## src/verilog/ex_pkg.sv

```systemverilog
package ex_pkg;

    // ----------------------------
    // widths
    // ----------------------------
    localparam int XLEN       = 32;
    localparam int REG_ADDR_W = 5;
    // shift amount taken from the low bits of the right operand
    localparam int SHAMT_W    = 5;

    // ----------------------------
    // encodings
    // ----------------------------
    // first instruction after a redirect carries SOFID_JUMP
    typedef enum logic [0:0] {
        SOFID_RUN  = 1'b0,
        SOFID_JUMP = 1'b1
    } sofid_t;

    // where the result of an instruction goes
    typedef enum logic [1:0] {
        ZONE_NONE    = 2'd0,
        ZONE_REGFILE = 2'd1,
        ZONE_LOADQ   = 2'd2,
        ZONE_STOREQ  = 2'd3
    } zone_t;

    typedef enum logic [3:0] {
        ADD  = 4'd0,
        SUB  = 4'd1,
        AND  = 4'd2,
        OR   = 4'd3,
        XOR  = 4'd4,
        SLL  = 4'd5,
        SRL  = 4'd6,
        SRA  = 4'd7,
        SLT  = 4'd8,
        SLTU = 4'd9
    } alu_op_t;

    // branch compare, funct3 coding of the B-type instructions
    typedef enum logic [2:0] {
        EQ  = 3'b000,
        NE  = 3'b001,
        LT  = 3'b100,
        GE  = 3'b101,
        LTU = 3'b110,
        GEU = 3'b111
    } cmp_op_t;

    // ----------------------------
    // bundles
    // ----------------------------
    // decoded instruction handed over by the decoder
    typedef struct packed {
        logic                  valid;
        sofid_t                sofid;
        logic [1:0]            ins_size;
        logic                  fencei;
        logic                  jump;
        logic                  cond;
        zone_t                 zone;
        logic                  link;
        logic [XLEN-1:0]       pc;
        alu_op_t               alu_op;
        logic [XLEN-1:0]       operand_left;
        logic [XLEN-1:0]       operand_right;
        logic [XLEN-1:0]       regs1_data;
        logic [XLEN-1:0]       cmp_right;
        logic [XLEN-1:0]       regs2_data;
        logic [REG_ADDR_W-1:0] regd_addr;
        logic [2:0]            funct3;
    } ids_op_t;

    // control of the instruction sitting in execute
    typedef struct packed {
        logic                  valid;
        sofid_t                sofid;
        logic                  fencei;
        logic                  jump;
        logic                  cond;
        logic                  lq_wr;
        logic                  sq_wr;
        logic                  regd_wr;
        logic                  link;
        logic [XLEN-1:0]       pc_inc;
        logic [XLEN-1:0]       regs2_data;
        logic [REG_ADDR_W-1:0] regd_addr;
        logic [2:0]            funct3;
    } ex_ctrl_t;

    typedef struct packed {
        logic [XLEN-1:0] result;
        logic            cmp;
    } alu_res_t;

    // register file write-back
    typedef struct packed {
        logic                  wr;
        logic [REG_ADDR_W-1:0] addr;
        logic [XLEN-1:0]       data;
    } wb_t;

    // load/store queue request
    typedef struct packed {
        logic                  lq_wr;
        logic                  sq_wr;
        logic [2:0]            funct3;
        logic [REG_ADDR_W-1:0] regd_addr;
        logic [XLEN-1:0]       regs2_data;
        logic [XLEN-1:0]       addr;
    } lsq_req_t;

endpackage

```

## src/verilog/ex_alu.sv

```systemverilog
`timescale 1ns/1ps

module ex_alu (
    input  logic             clk_i,
    input  logic             resetb_i,
    input  logic             stage_en_i,
    input  ex_pkg::ids_op_t  ids_op_i,
    output ex_pkg::alu_res_t res_o
);

    logic [ex_pkg::SHAMT_W-1:0] shamt;
    logic                       slt;
    logic                       sltu;
    logic [ex_pkg::XLEN-1:0]    result;
    logic                       cmp_eq;
    logic                       cmp_lt;
    logic                       cmp_ltu;
    logic                       cmp;
    ex_pkg::alu_res_t           res_q;

    // ----------------------------
    // arithmetic
    // ----------------------------
    assign shamt = ids_op_i.operand_right[ex_pkg::SHAMT_W-1:0];
    assign slt   = $signed(ids_op_i.operand_left) < $signed(ids_op_i.operand_right);
    assign sltu  = ids_op_i.operand_left < ids_op_i.operand_right;

    always_comb begin
        case (ids_op_i.alu_op)
            ex_pkg::ADD:  result = ids_op_i.operand_left + ids_op_i.operand_right;
            ex_pkg::SUB:  result = ids_op_i.operand_left - ids_op_i.operand_right;
            ex_pkg::AND:  result = ids_op_i.operand_left & ids_op_i.operand_right;
            ex_pkg::OR:   result = ids_op_i.operand_left | ids_op_i.operand_right;
            ex_pkg::XOR:  result = ids_op_i.operand_left ^ ids_op_i.operand_right;
            ex_pkg::SLL:  result = ids_op_i.operand_left << shamt;
            ex_pkg::SRL:  result = ids_op_i.operand_left >> shamt;
            ex_pkg::SRA:  result = $signed(ids_op_i.operand_left) >>> shamt;
            ex_pkg::SLT:  result = {{(ex_pkg::XLEN-1){1'b0}}, slt};
            ex_pkg::SLTU: result = {{(ex_pkg::XLEN-1){1'b0}}, sltu};
            default:      result = '0;
        endcase
    end

    // ----------------------------
    // branch compare
    // ----------------------------
    // rs1 against rs2 or immediate, picked by the decoder
    assign cmp_eq  = ids_op_i.regs1_data == ids_op_i.cmp_right;
    assign cmp_lt  = $signed(ids_op_i.regs1_data) < $signed(ids_op_i.cmp_right);
    assign cmp_ltu = ids_op_i.regs1_data < ids_op_i.cmp_right;

    always_comb begin
        case (ex_pkg::cmp_op_t'(ids_op_i.funct3))
            ex_pkg::EQ:  cmp = cmp_eq;
            ex_pkg::NE:  cmp = ~cmp_eq;
            ex_pkg::LT:  cmp = cmp_lt;
            ex_pkg::GE:  cmp = ~cmp_lt;
            ex_pkg::LTU: cmp = cmp_ltu;
            ex_pkg::GEU: cmp = ~cmp_ltu;
            default:     cmp = 1'b0;
        endcase
    end

    // ----------------------------
    // output register
    // ----------------------------
    always_ff @(posedge clk_i) begin
        if (stage_en_i) begin
            res_q.result <= result;
            res_q.cmp    <= cmp;
        end
    end

    assign res_o = res_q;

    // an operation outside the table would silently write zero
    a_alu_op_known: assert property (
        @(posedge clk_i) disable iff (!resetb_i)
        stage_en_i && ids_op_i.valid |-> ids_op_i.alu_op inside {
            ex_pkg::ADD, ex_pkg::SUB, ex_pkg::AND, ex_pkg::OR, ex_pkg::XOR,
            ex_pkg::SLL, ex_pkg::SRL, ex_pkg::SRA, ex_pkg::SLT, ex_pkg::SLTU}
    );

endmodule

```

## src/verilog/ex_commit.sv

```systemverilog
`timescale 1ns/1ps

module ex_commit (
    input  logic                    clk_i,
    input  logic                    resetb_i,
    input  ex_pkg::ex_ctrl_t        ctrl_i,
    input  ex_pkg::alu_res_t        res_i,
    input  logic                    lsq_full_i,
    input  logic                    lsq_empty_i,
    output logic                    stage_en_o,
    output logic                    ids_stall_o,
    output logic                    pfu_jump_o,
    output logic [ex_pkg::XLEN-1:0] pfu_jump_addr_o,
    output ex_pkg::wb_t             wb_o,
    output ex_pkg::lsq_req_t        lsq_req_o,
    output logic                    ids_regd_cncl_load_o
);

    ex_pkg::sofid_t flush_q;
    logic           live;
    logic           commit;
    logic           stall;
    logic           stage_en;

    // ----------------------------
    // qualification
    // ----------------------------
    // while flushing, only the redirect target gets through
    assign live   = ctrl_i.valid
                  & ((flush_q == ex_pkg::SOFID_RUN) | (ctrl_i.sofid == ex_pkg::SOFID_JUMP));
    assign commit = live & (~ctrl_i.cond | res_i.cmp);

    // flush tracking
    always_ff @(posedge clk_i or negedge resetb_i) begin
        if (!resetb_i) begin
            flush_q <= ex_pkg::SOFID_RUN;
        end else if (pfu_jump_o) begin
            flush_q <= ex_pkg::SOFID_JUMP;
        end else if (stage_en && ctrl_i.valid && ctrl_i.sofid == ex_pkg::SOFID_JUMP) begin
            flush_q <= ex_pkg::SOFID_RUN;
        end
    end

    // ----------------------------
    // stall
    // ----------------------------
    // queue full for a memory op, or fence.i waiting for the queue to drain
    assign stall = commit
                 & ((lsq_full_i & (ctrl_i.lq_wr | ctrl_i.sq_wr))
                 | (~lsq_empty_i & ctrl_i.fencei));

    assign stage_en    = ~stall;
    assign stage_en_o  = stage_en;
    assign ids_stall_o = stall;

    // ----------------------------
    // jump
    // ----------------------------
    assign pfu_jump_o = stage_en & commit & (ctrl_i.jump | ctrl_i.fencei);

    // fence.i refetches the next instruction
    always_comb begin
        if (ctrl_i.fencei) begin
            pfu_jump_addr_o = ctrl_i.pc_inc;
        end else begin
            pfu_jump_addr_o = res_i.result;
        end
    end

    // ----------------------------
    // write-back and queue
    // ----------------------------
    always_comb begin
        wb_o.wr   = stage_en & commit & ctrl_i.regd_wr;
        wb_o.addr = ctrl_i.regd_addr;
        // link writes the return address
        if (ctrl_i.link) begin
            wb_o.data = ctrl_i.pc_inc;
        end else begin
            wb_o.data = res_i.result;
        end
    end

    always_comb begin
        lsq_req_o.lq_wr      = stage_en & commit & ctrl_i.lq_wr;
        lsq_req_o.sq_wr      = stage_en & commit & ctrl_i.sq_wr;
        lsq_req_o.funct3     = ctrl_i.funct3;
        lsq_req_o.regd_addr  = ctrl_i.regd_addr;
        lsq_req_o.regs2_data = ctrl_i.regs2_data;
        lsq_req_o.addr       = res_i.result;
    end

    // decoder releases the scoreboard entry of a killed load
    assign ids_regd_cncl_load_o = stage_en & ~commit & ctrl_i.valid & ctrl_i.lq_wr;

    // ----------------------------
    // checks
    // ----------------------------
    a_no_jump_in_stall: assert property (
        @(posedge clk_i) disable iff (!resetb_i)
        !(pfu_jump_o && ids_stall_o)
    );

    a_no_strobe_in_stall: assert property (
        @(posedge clk_i) disable iff (!resetb_i)
        ids_stall_o |-> !(wb_o.wr || lsq_req_o.lq_wr || lsq_req_o.sq_wr
                          || ids_regd_cncl_load_o)
    );

endmodule

```

## src/verilog/ex_issue_reg.sv

```systemverilog
`timescale 1ns/1ps

module ex_issue_reg (
    input  logic             clk_i,
    input  logic             resetb_i,
    input  logic             stage_en_i,
    input  ex_pkg::ids_op_t  ids_op_i,
    output ex_pkg::ex_ctrl_t ctrl_o
);

    ex_pkg::ex_ctrl_t ctrl_d;
    ex_pkg::ex_ctrl_t payload_q;
    logic             valid_q;

    // ----------------------------
    // next state
    // ----------------------------
    always_comb begin
        ctrl_d            = '0;
        ctrl_d.valid      = ids_op_i.valid;
        ctrl_d.sofid      = ids_op_i.sofid;
        ctrl_d.fencei     = ids_op_i.fencei;
        ctrl_d.jump       = ids_op_i.jump;
        ctrl_d.cond       = ids_op_i.cond;
        ctrl_d.link       = ids_op_i.link;
        ctrl_d.regs2_data = ids_op_i.regs2_data;
        ctrl_d.regd_addr  = ids_op_i.regd_addr;
        ctrl_d.funct3     = ids_op_i.funct3;
        // size is in halfwords
        ctrl_d.pc_inc     = ids_op_i.pc
                          + {{(ex_pkg::XLEN-3){1'b0}}, ids_op_i.ins_size, 1'b0};
        // zone to one-hot write enables
        case (ids_op_i.zone)
            ex_pkg::ZONE_REGFILE: ctrl_d.regd_wr = 1'b1;
            ex_pkg::ZONE_LOADQ:   ctrl_d.lq_wr   = 1'b1;
            ex_pkg::ZONE_STOREQ:  ctrl_d.sq_wr   = 1'b1;
            default: begin
            end
        endcase
    end

    // ----------------------------
    // registers
    // ----------------------------
    always_ff @(posedge clk_i or negedge resetb_i) begin
        if (!resetb_i) begin
            valid_q <= 1'b0;
        end else if (stage_en_i) begin
            valid_q <= ctrl_d.valid;
        end
    end

    always_ff @(posedge clk_i) begin
        if (stage_en_i) begin
            payload_q <= ctrl_d;
        end
    end

    always_comb begin
        ctrl_o       = payload_q;
        ctrl_o.valid = valid_q;
    end

    // at most one destination per instruction
    a_zone_onehot: assert property (
        @(posedge clk_i) disable iff (!resetb_i)
        ctrl_o.valid |-> $onehot0({ctrl_o.lq_wr, ctrl_o.sq_wr, ctrl_o.regd_wr})
    );

endmodule

```

## src/verilog/ex_stage.sv

```systemverilog
`timescale 1ns/1ps

module ex_stage (
    input  logic                    clk_i,
    input  logic                    resetb_i,
    // decoder side
    input  ex_pkg::ids_op_t         ids_op_i,
    output logic                    ids_stall_o,
    output logic                    ids_regd_cncl_load_o,
    // load/store queue status
    input  logic                    lsq_full_i,
    input  logic                    lsq_empty_i,
    // prefetch unit redirect
    output logic                    pfu_jump_o,
    output logic [ex_pkg::XLEN-1:0] pfu_jump_addr_o,
    // results
    output ex_pkg::wb_t             wb_o,
    output ex_pkg::lsq_req_t        lsq_req_o
);

    // issue stage enable, low while commit stalls
    logic               stage_en;
    ex_pkg::ex_ctrl_t   ctrl;
    ex_pkg::alu_res_t   res;

    // ----------------------------
    // issue stage
    // ----------------------------
    // both halves capture on the same edge so ctrl and res stay paired
    ex_issue_reg u_issue_reg (
        .clk_i      (clk_i),
        .resetb_i   (resetb_i),
        .stage_en_i (stage_en),
        .ids_op_i   (ids_op_i),
        .ctrl_o     (ctrl)
    );

    ex_alu u_alu (
        .clk_i      (clk_i),
        .resetb_i   (resetb_i),
        .stage_en_i (stage_en),
        .ids_op_i   (ids_op_i),
        .res_o      (res)
    );

    // ----------------------------
    // commit stage
    // ----------------------------
    ex_commit u_commit (
        .clk_i                (clk_i),
        .resetb_i             (resetb_i),
        .ctrl_i               (ctrl),
        .res_i                (res),
        .lsq_full_i           (lsq_full_i),
        .lsq_empty_i          (lsq_empty_i),
        .stage_en_o           (stage_en),
        .ids_stall_o          (ids_stall_o),
        .pfu_jump_o           (pfu_jump_o),
        .pfu_jump_addr_o      (pfu_jump_addr_o),
        .wb_o                 (wb_o),
        .lsq_req_o            (lsq_req_o),
        .ids_regd_cncl_load_o (ids_regd_cncl_load_o)
    );

endmodule
```

## config.mk

```make
export PLATFORM = sky130hd
export DESIGN_NAME = ex_stage
export DESIGN_NICKNAME = d
export VERILOG_FILES = /design/src/verilog/ex_pkg.sv /design/src/verilog/ex_alu.sv /design/src/verilog/ex_commit.sv /design/src/verilog/ex_issue_reg.sv /design/src/verilog/ex_stage.sv
export SDC_FILE = /design/constraint.sdc
export NUM_CORES = 1
export LEC_CHECK = 0
export BUFFER_PORTS_ARGS = -buffer_cell sky130_fd_sc_hd__buf_2
export CAP_MARGIN = 20
export CORE_ASPECT_RATIO = 0.6
export CORE_MARGIN = 4
export CORE_UTILIZATION = 40
export DETAILED_ROUTE_END_ITERATION = 6
export GPL_TIMING_DRIVEN = 0
export PLACE_DENSITY = 0.65
export SLEW_MARGIN = 20
export SYNTH_ARGS = -nofsm -noshare
export SYNTH_HDL_FRONTEND = slang
export SYNTH_SLANG_ARGS = --single-unit
```

## constraint.sdc

```tcl
create_clock -name clk_i -period 3.65 [get_ports clk_i]
set_input_delay 0.365 -clock clk_i [delete_from_list [all_inputs] [get_ports clk_i]]
set_output_delay 0.365 -clock clk_i [all_outputs]
set_load 0.05 [all_outputs]
```

# --- Word-level counts from Yosys, hierarchy flattened ---
# Cells that the tools add are included.
# W data, S select, Z words.
classes:
  eq_ne: 18
  shift: 3
  n_addsub: 3
  n_bitwise: 29
  order_cmp: 4
  n_reduce_logical: 5
  muxes: 9
op_table:
  columns: ["operator", "count"]
  rows:
  - ["$pmux W32 S10", 1]
  - ["$lt A32 B32 Y1", 4]
  - ["$mux W32", 2]
  - ["$add A32 B3 Y32", 1]
  - ["$add A32 B32 Y32", 1]
  - ["$and A32 B32 Y32", 1]
  - ["$eq A32 B32 Y1", 1]
  - ["$or A32 B32 Y32", 1]
  - ["$shl A32 B5 Y32", 1]
  - ["$shr A32 B5 Y32", 1]
  - ["$sshr A32 B5 Y32", 1]
  - ["$sub A32 B32 Y32", 1]
  - ["$xor A32 B32 Y32", 1]
  - ["$eq A4 B3 Y1 const B", 4]
  - ["$and A1 B1 Y1", 13]
  - ["$eq A3 B3 Y1 const B", 4]
  - ["$eq A4 B2 Y1 const B", 2]
  - ["$eq A4 B4 Y1 const B", 2]
  - ["$not A1 Y1", 8]
  - ["$pmux W1 S6", 1]
  - ["$mux W1", 5]
  - ["$or A1 B1 Y1", 5]
  - ["$eq A2 B2 Y1 const B", 2]
  - ["$eq A4 B1 Y1 const B", 1]
  - ["other kinds (6)", 7]
word_totals:
  reg_bits: 115
  word_cells: 87

# --- Depth between registers and ports, before layout ---
logic_depth:
  ltp_word: 10
  mapped_depth: 15

# --- By module ---
# From an unflattened synthesis, not the netlist that was laid out.
unflattened:
  hier_cells: 1671
  area_unflattened_um2: 14675.3
modules_own_cells:
  columns: ["module", "area_per_inst_um2", "cells_per_inst", "n_inst"]
  rows:
  - ["ex_alu", 10043.4, 1322, 1]
  - ["ex_issue_reg", 3120.5, 176, 1]
  - ["ex_commit", 1511.4, 173, 1]

# --- Least setup slack after synthesis ---
# Ideal clock, no wire load.
synth_path:
  path_type: "register to output"
  start: "register u_issue_reg.payload_q, in the netlist u_issue_reg.ctrl_o[79]"
  end: "output ids_stall_o"
  t_required_ns: 3.285
  arrival_time_ns: 4.525
  path_stages_with_launch: 4
  path_slack_ns: -1.240
  n_path_buf: 0
  path_cell_list: "edfxtp_1 > o221ai_1 > nand2b_1 > inv_1"
synth_via:
  elab_chain_len: 4
synth_lines:
  columns: ["item", "line", "rtl"]
  rows:
  - ["start, declared", "ex_issue_reg.sv:12", "ex_pkg::ex_ctrl_t payload_q;"]
  - ["start signal, assigned", "ex_issue_reg.sv:55", "payload_q <= ctrl_d;"]
  - ["$or A1 B1 Y1", "ex_commit.sv:30", "& ((flush_q == ex_pkg::SOFID_RUN) | (ctrl_i.sofid == ex_pkg::SOFID_JUMP));"]
  - ["$and A1 B1 Y1", "ex_commit.sv:30", null]
  - ["$and A1 B1 Y1", "ex_commit.sv:31", "assign commit = live & (~ctrl_i.cond | res_i.cmp);"]
  - ["$and A1 B1 Y1", "ex_commit.sv:49", "& ((lsq_full_i & (ctrl_i.lq_wr | ctrl_i.sq_wr))"]
  - ["end, declared", "ex_stage.sv:8", "output logic ids_stall_o,"]
# Every way passes these cells.

# --- Worst setup path in the final report ---
layout_path:
  start: "input ids_op_i[108] (netlist name)"
  end: "register u_alu.res_q, in the netlist u_alu.res_o[26] (data pin)"
layout_via:
  elab_chain_len: 2
layout_lines:
  columns: ["item", "line", "rtl"]
  rows:
  - ["start, declared", "ex_stage.sv:7", "input ex_pkg::ids_op_t ids_op_i,"]
  - ["$sub A32 B32 Y32, or another cell as far along", "ex_alu.sv:31", "ex_pkg::SUB: result = ids_op_i.operand_left - ids_op_i.operand_right;"]
  - ["$pmux W32 S10 *", "ex_alu.sv:29", "case (ids_op_i.alu_op)"]
  - ["named net u_alu.result (one bit)", "ex_alu.sv:14", "logic [ex_pkg::XLEN-1:0] result;"]
  - ["end, declared", "ex_alu.sv:19", "ex_pkg::alu_res_t res_q;"]
# The timed path passes the listed nets; every way through them passes the cells marked *.
# A chain may end at the register's enable or synchronous reset.

==> reports/qor.csv <==
stage;metric;value;unit
placed_design;HPWL Detailed;58.1;mm
synthesis;top-count cell post-synth;nor2_1;
sta;slew margin rel.;30.2;%
die;core area;36400;sq um
worst_setup_path;flop2flop setup slack;1.13;ns
worst_setup_path;kind of critical path;in2reg;
synthesis;post-synthesis simple-gate area fraction;15.0;%
route;Pre-Repair DR Iteration Count;7;
power;pwr dens;429;nW/um^2
synthesis;synthesized instance count;1755;
layout;FILL cells;3528;
synthesis;Synth top cells by count;nor2_1, inv_1, ha_1, a21oi_1, nand2_1;
sta;final setup vio count;0;
global_route;grt total ovfl;0;
layout;Nets;2504;
synthesis;average footprint of a synthesized cell;8.42;sq um
clock_network;Clk Latency, worst-skew pair;0.42;ns
worst_setup_path;Worst Path Required;3.79;ns
layout;share of layout cells above drive strength 1;31.5;%
synthesis;Synth Area in Adders;11.8;%
sta;Setup TNS;0;ns
route;Initial DRC Count;2020;
global_route;largest net degree at the start of global routing;55;
synthesis;Synth Area in XOR/XNOR;2.02;%
clock_network;CTS tree;built;
route;Detail Route Antenna Nets;0;
sta;RSZ-0062 raised after global routing;no;
clock_network;Root Driver;clkbuf_16;
synthesis;multiplexer share of the synthesized area;14.2;%
sta;slew at the pin closest to its max-slew limit;1.04;ns
synthesis;Main synth FF type;edfxtp_1;
synthesis;number of synthesized flops with an enable pin;113;
synthesis;Mapped Nets;2111;
die;Die Y;157;microns
worst_setup_path;CP peak stage delay;0.46;ns
synthesis;yosys synthesis warning count;0;
synthesis;Yosys top cell area share;23.0;%
route;DRC viols;7;
placed_design;# placed instances;2597;
power;leakage;8.29;nW
worst_setup_path;CP max stage cell;or3b_2;
worst_setup_path;critical path fanouts, max;10;
status;status;complete, but fails checks;
placed_design;IO buf count;364;
status;failing checks;design-rule violations;
worst_setup_path;CP Data Arrival Time;3.79;ns
synthesis;top cells by area, synth;edfxtp_1, ha_1, mux2_2;
die;die width;256;microns
worst_setup_path;CP endpoint kind;flop;
die;Site Rows;54;
route;wire length per cell;26.6;microns
synthesis;combinational family with the most area after synthesis;compound AO/OA/AOI/OAI gates;
synthesis;part of the Yosys area used for sequential elements;23.3;%
die;die area;40200;sq um
global_route;vias in the first global route;15300;
job;Max Cap Viol;0;
global_route;global-route wire length before repair;101;mm
die;io pins;365;
sta;Final period util;100;%
layout;Synth-to-Final Area Change;23.8;%
clock_network;clock sink count;115;
synthesis;post-synthesis cell type count;82;
sta;Final Critical Period;3.65;ns
sta;Slew Limit Fails;0;
route;routed vias/inst;6.17;
clock_network;CTS Buf Count;17;
die;Initial Util;40.6;%
layout;register area;3440;sq um
worst_setup_path;crit-path cells;buf_2 -> buf_4 -> clkinvlp_4 -> buf_12 -> ha_4 -> or3b_2 -> a31o_2 -> o211a_1 -> nor3_4 -> o211ai_1 -> a311oi_2 -> nor2_1 -> a211oi_1 -> o211ai_1;
power;peak ir drop on the vdd network;275;uV
global_route;GRT Util Overall;33.6;%
layout;Final Non-Filler Cells;2638;
sta;Fin Clk Skew;0.0117;ns
sta;f_max;274;MHz
synthesis;Async SR Flop Fraction;1.74;%
clock_network;Reg clk slew, reported paths;0.06;ns
worst_setup_path;critical path's most frequent cell;o211ai_1;
min_path;Tightest Hold Check Type;in2reg;
synthesis;compound-gate portion of the synthesized area;23.1;%
synthesis;#FFs+latches synth;115;
placed_design;final RePlAce weighted congestion;1.06;
sta;endpoints failing hold;0;
clock_network;CTS max path bufs;2;
route;via count of the routed design;16300;
route;Routed Wire Length;70.3;mm
clock_network;H-tree depth;4;
worst_setup_path;startpoint class of the critical path;primary input;
layout;footprint of the multi-input gates;9980;sq um
global_route;initial antenna violation count;2;
synthesis;Mapped Area;14800;sq um
synthesis;Yosys top cell by area;edfxtp_1;
[power breakdown]
group	switching, W	total, W	internal [W]
Combinational	0.00289	0.00417	0.00128
Sequential	0.000142	0.00191	0.00177
Clock	0.000667	0.00176	0.00109
Total	0.00370	0.00784	0.00414
[flip-flops by register name (all words and copies together) (netlist names)]
register             flops
u_alu.res_o             33
u_commit.flush_q         1
u_issue_reg.ctrl_o      80
u_issue_reg.valid_q      1
[layout by cell type, fill, tap and decap left out, types with 8 or more instances in the layout]
cell,count
clkbuf_16,18
nor2b_1,11
o21bai_1,13
xnor2_1,27
buf_1,8
nand3_1,49
inv_1,138
a21o_1,26
ha_1,132
nand4_1,19
and2_1,10
o21a_1,8
a221o_1,9
nand2b_1,15
o211ai_1,30
a21oi_1,126
o21ai_0,101
nand2_1,116
mux4_2,37
o22ai_1,17
mux2_2,77
o221ai_1,15
nor2_1,168
a22oi_1,10
buf_4,95
a211oi_1,25
a31oi_1,10
or3_1,16
edfxtp_1,113
and3_1,13
clkbuf_1,66
o31ai_1,12
a221oi_1,16
buf_2,369
mux2i_1,37
nor3_1,19
o2111ai_1,14
[final cells by class]
class | count | share of cell area, %
buffer | 178 | 6.04
clock buffer | 17 | 2.33
timing repair buffer | 381 | 11.0
clock inverter | 15 | 1.07
antenna | 1 | 0.0137
multi-input combinational | 1314 | 54.6
inverter | 141 | 2.93
sequential | 115 | 18.8
tap | 476 | 3.26
[per-layer routing]
metal	vias up	part of all wire, %	track usage [%]
met2	994	40	46.3
met3	127	13	12.8
met1	7946	45	48.6
li1	7214	-	-
met4	8	2.4	8.66
met5	-	0.29	3.01
[worst max-delay path: cells and delay by family]
kind,cells,cell delay [ns]
AO/OA/AOI/OAI,6,1.47
adder cells (fa/ha/maj),1,0.32
buffers and inverters,4,0.75
AND/OR/NAND/NOR,3,0.87
[what timing repair did]
action                                  CTS  global route
resized for setup                        40            38
endpoints found under the setup margin   27            18
endpoints found under the hold margin     2             0
pin swaps                                 4            12
setup buffers                             7             7
hold buffers                              1             0
[logic make-up (layout without fill, tap and decap cells)]
group           Yosys count  in the layout
other cells               0              1
fa+ha+maj               138            138
simple gates            476            476
compound gates          513            513
mux                     153            153
xor+xnor                 34             34
flops                   115            115
buf+inv                 326            732
[worst paths after layout]
check,startpoint,endpoint,cells past startpoint
worst max-delay path,ids_op_i[108],u_alu.res_o[26]$_DFFE_PN_,14
worst min-delay path,ids_op_i[37],u_issue_reg.ctrl_o[37]$_DFFE_PN_,1
worst max register to register,u_issue_reg.ctrl_o[78]$_DFFE_PN_,u_alu.res_o[31]$_DFFE_PN_,6
worst min register to register,u_commit.flush_q$_DFFE_PN0P_,u_commit.flush_q$_DFFE_PN0P_,1
max in group asynchronous,resetb_i,u_issue_reg.valid_q$_DFFE_PN0N_,2
min in group asynchronous,resetb_i,u_commit.flush_q$_DFFE_PN0P_,2
[metrics by stage]
stage	hold slack (ns)	area, sq um	power, W	util (%)	setup WS, ns
2_1_floorplan	0.0694	14800	0.00479	-	0.00928
3_3_place_gp	0.153	17200	0.00592	47.4	-1.37
3_5_place_dp	0.154	17300	0.00596	47.5	-1.39
4_1_cts	0.0952	18100	0.00778	49.7	0.00707
5_1_grt	0.0958	18300	0.00816	50.2	0.00444
6_report	0.111	18300	0.00784	50.2	0.000402
Power figures use the tool's default switching activity.
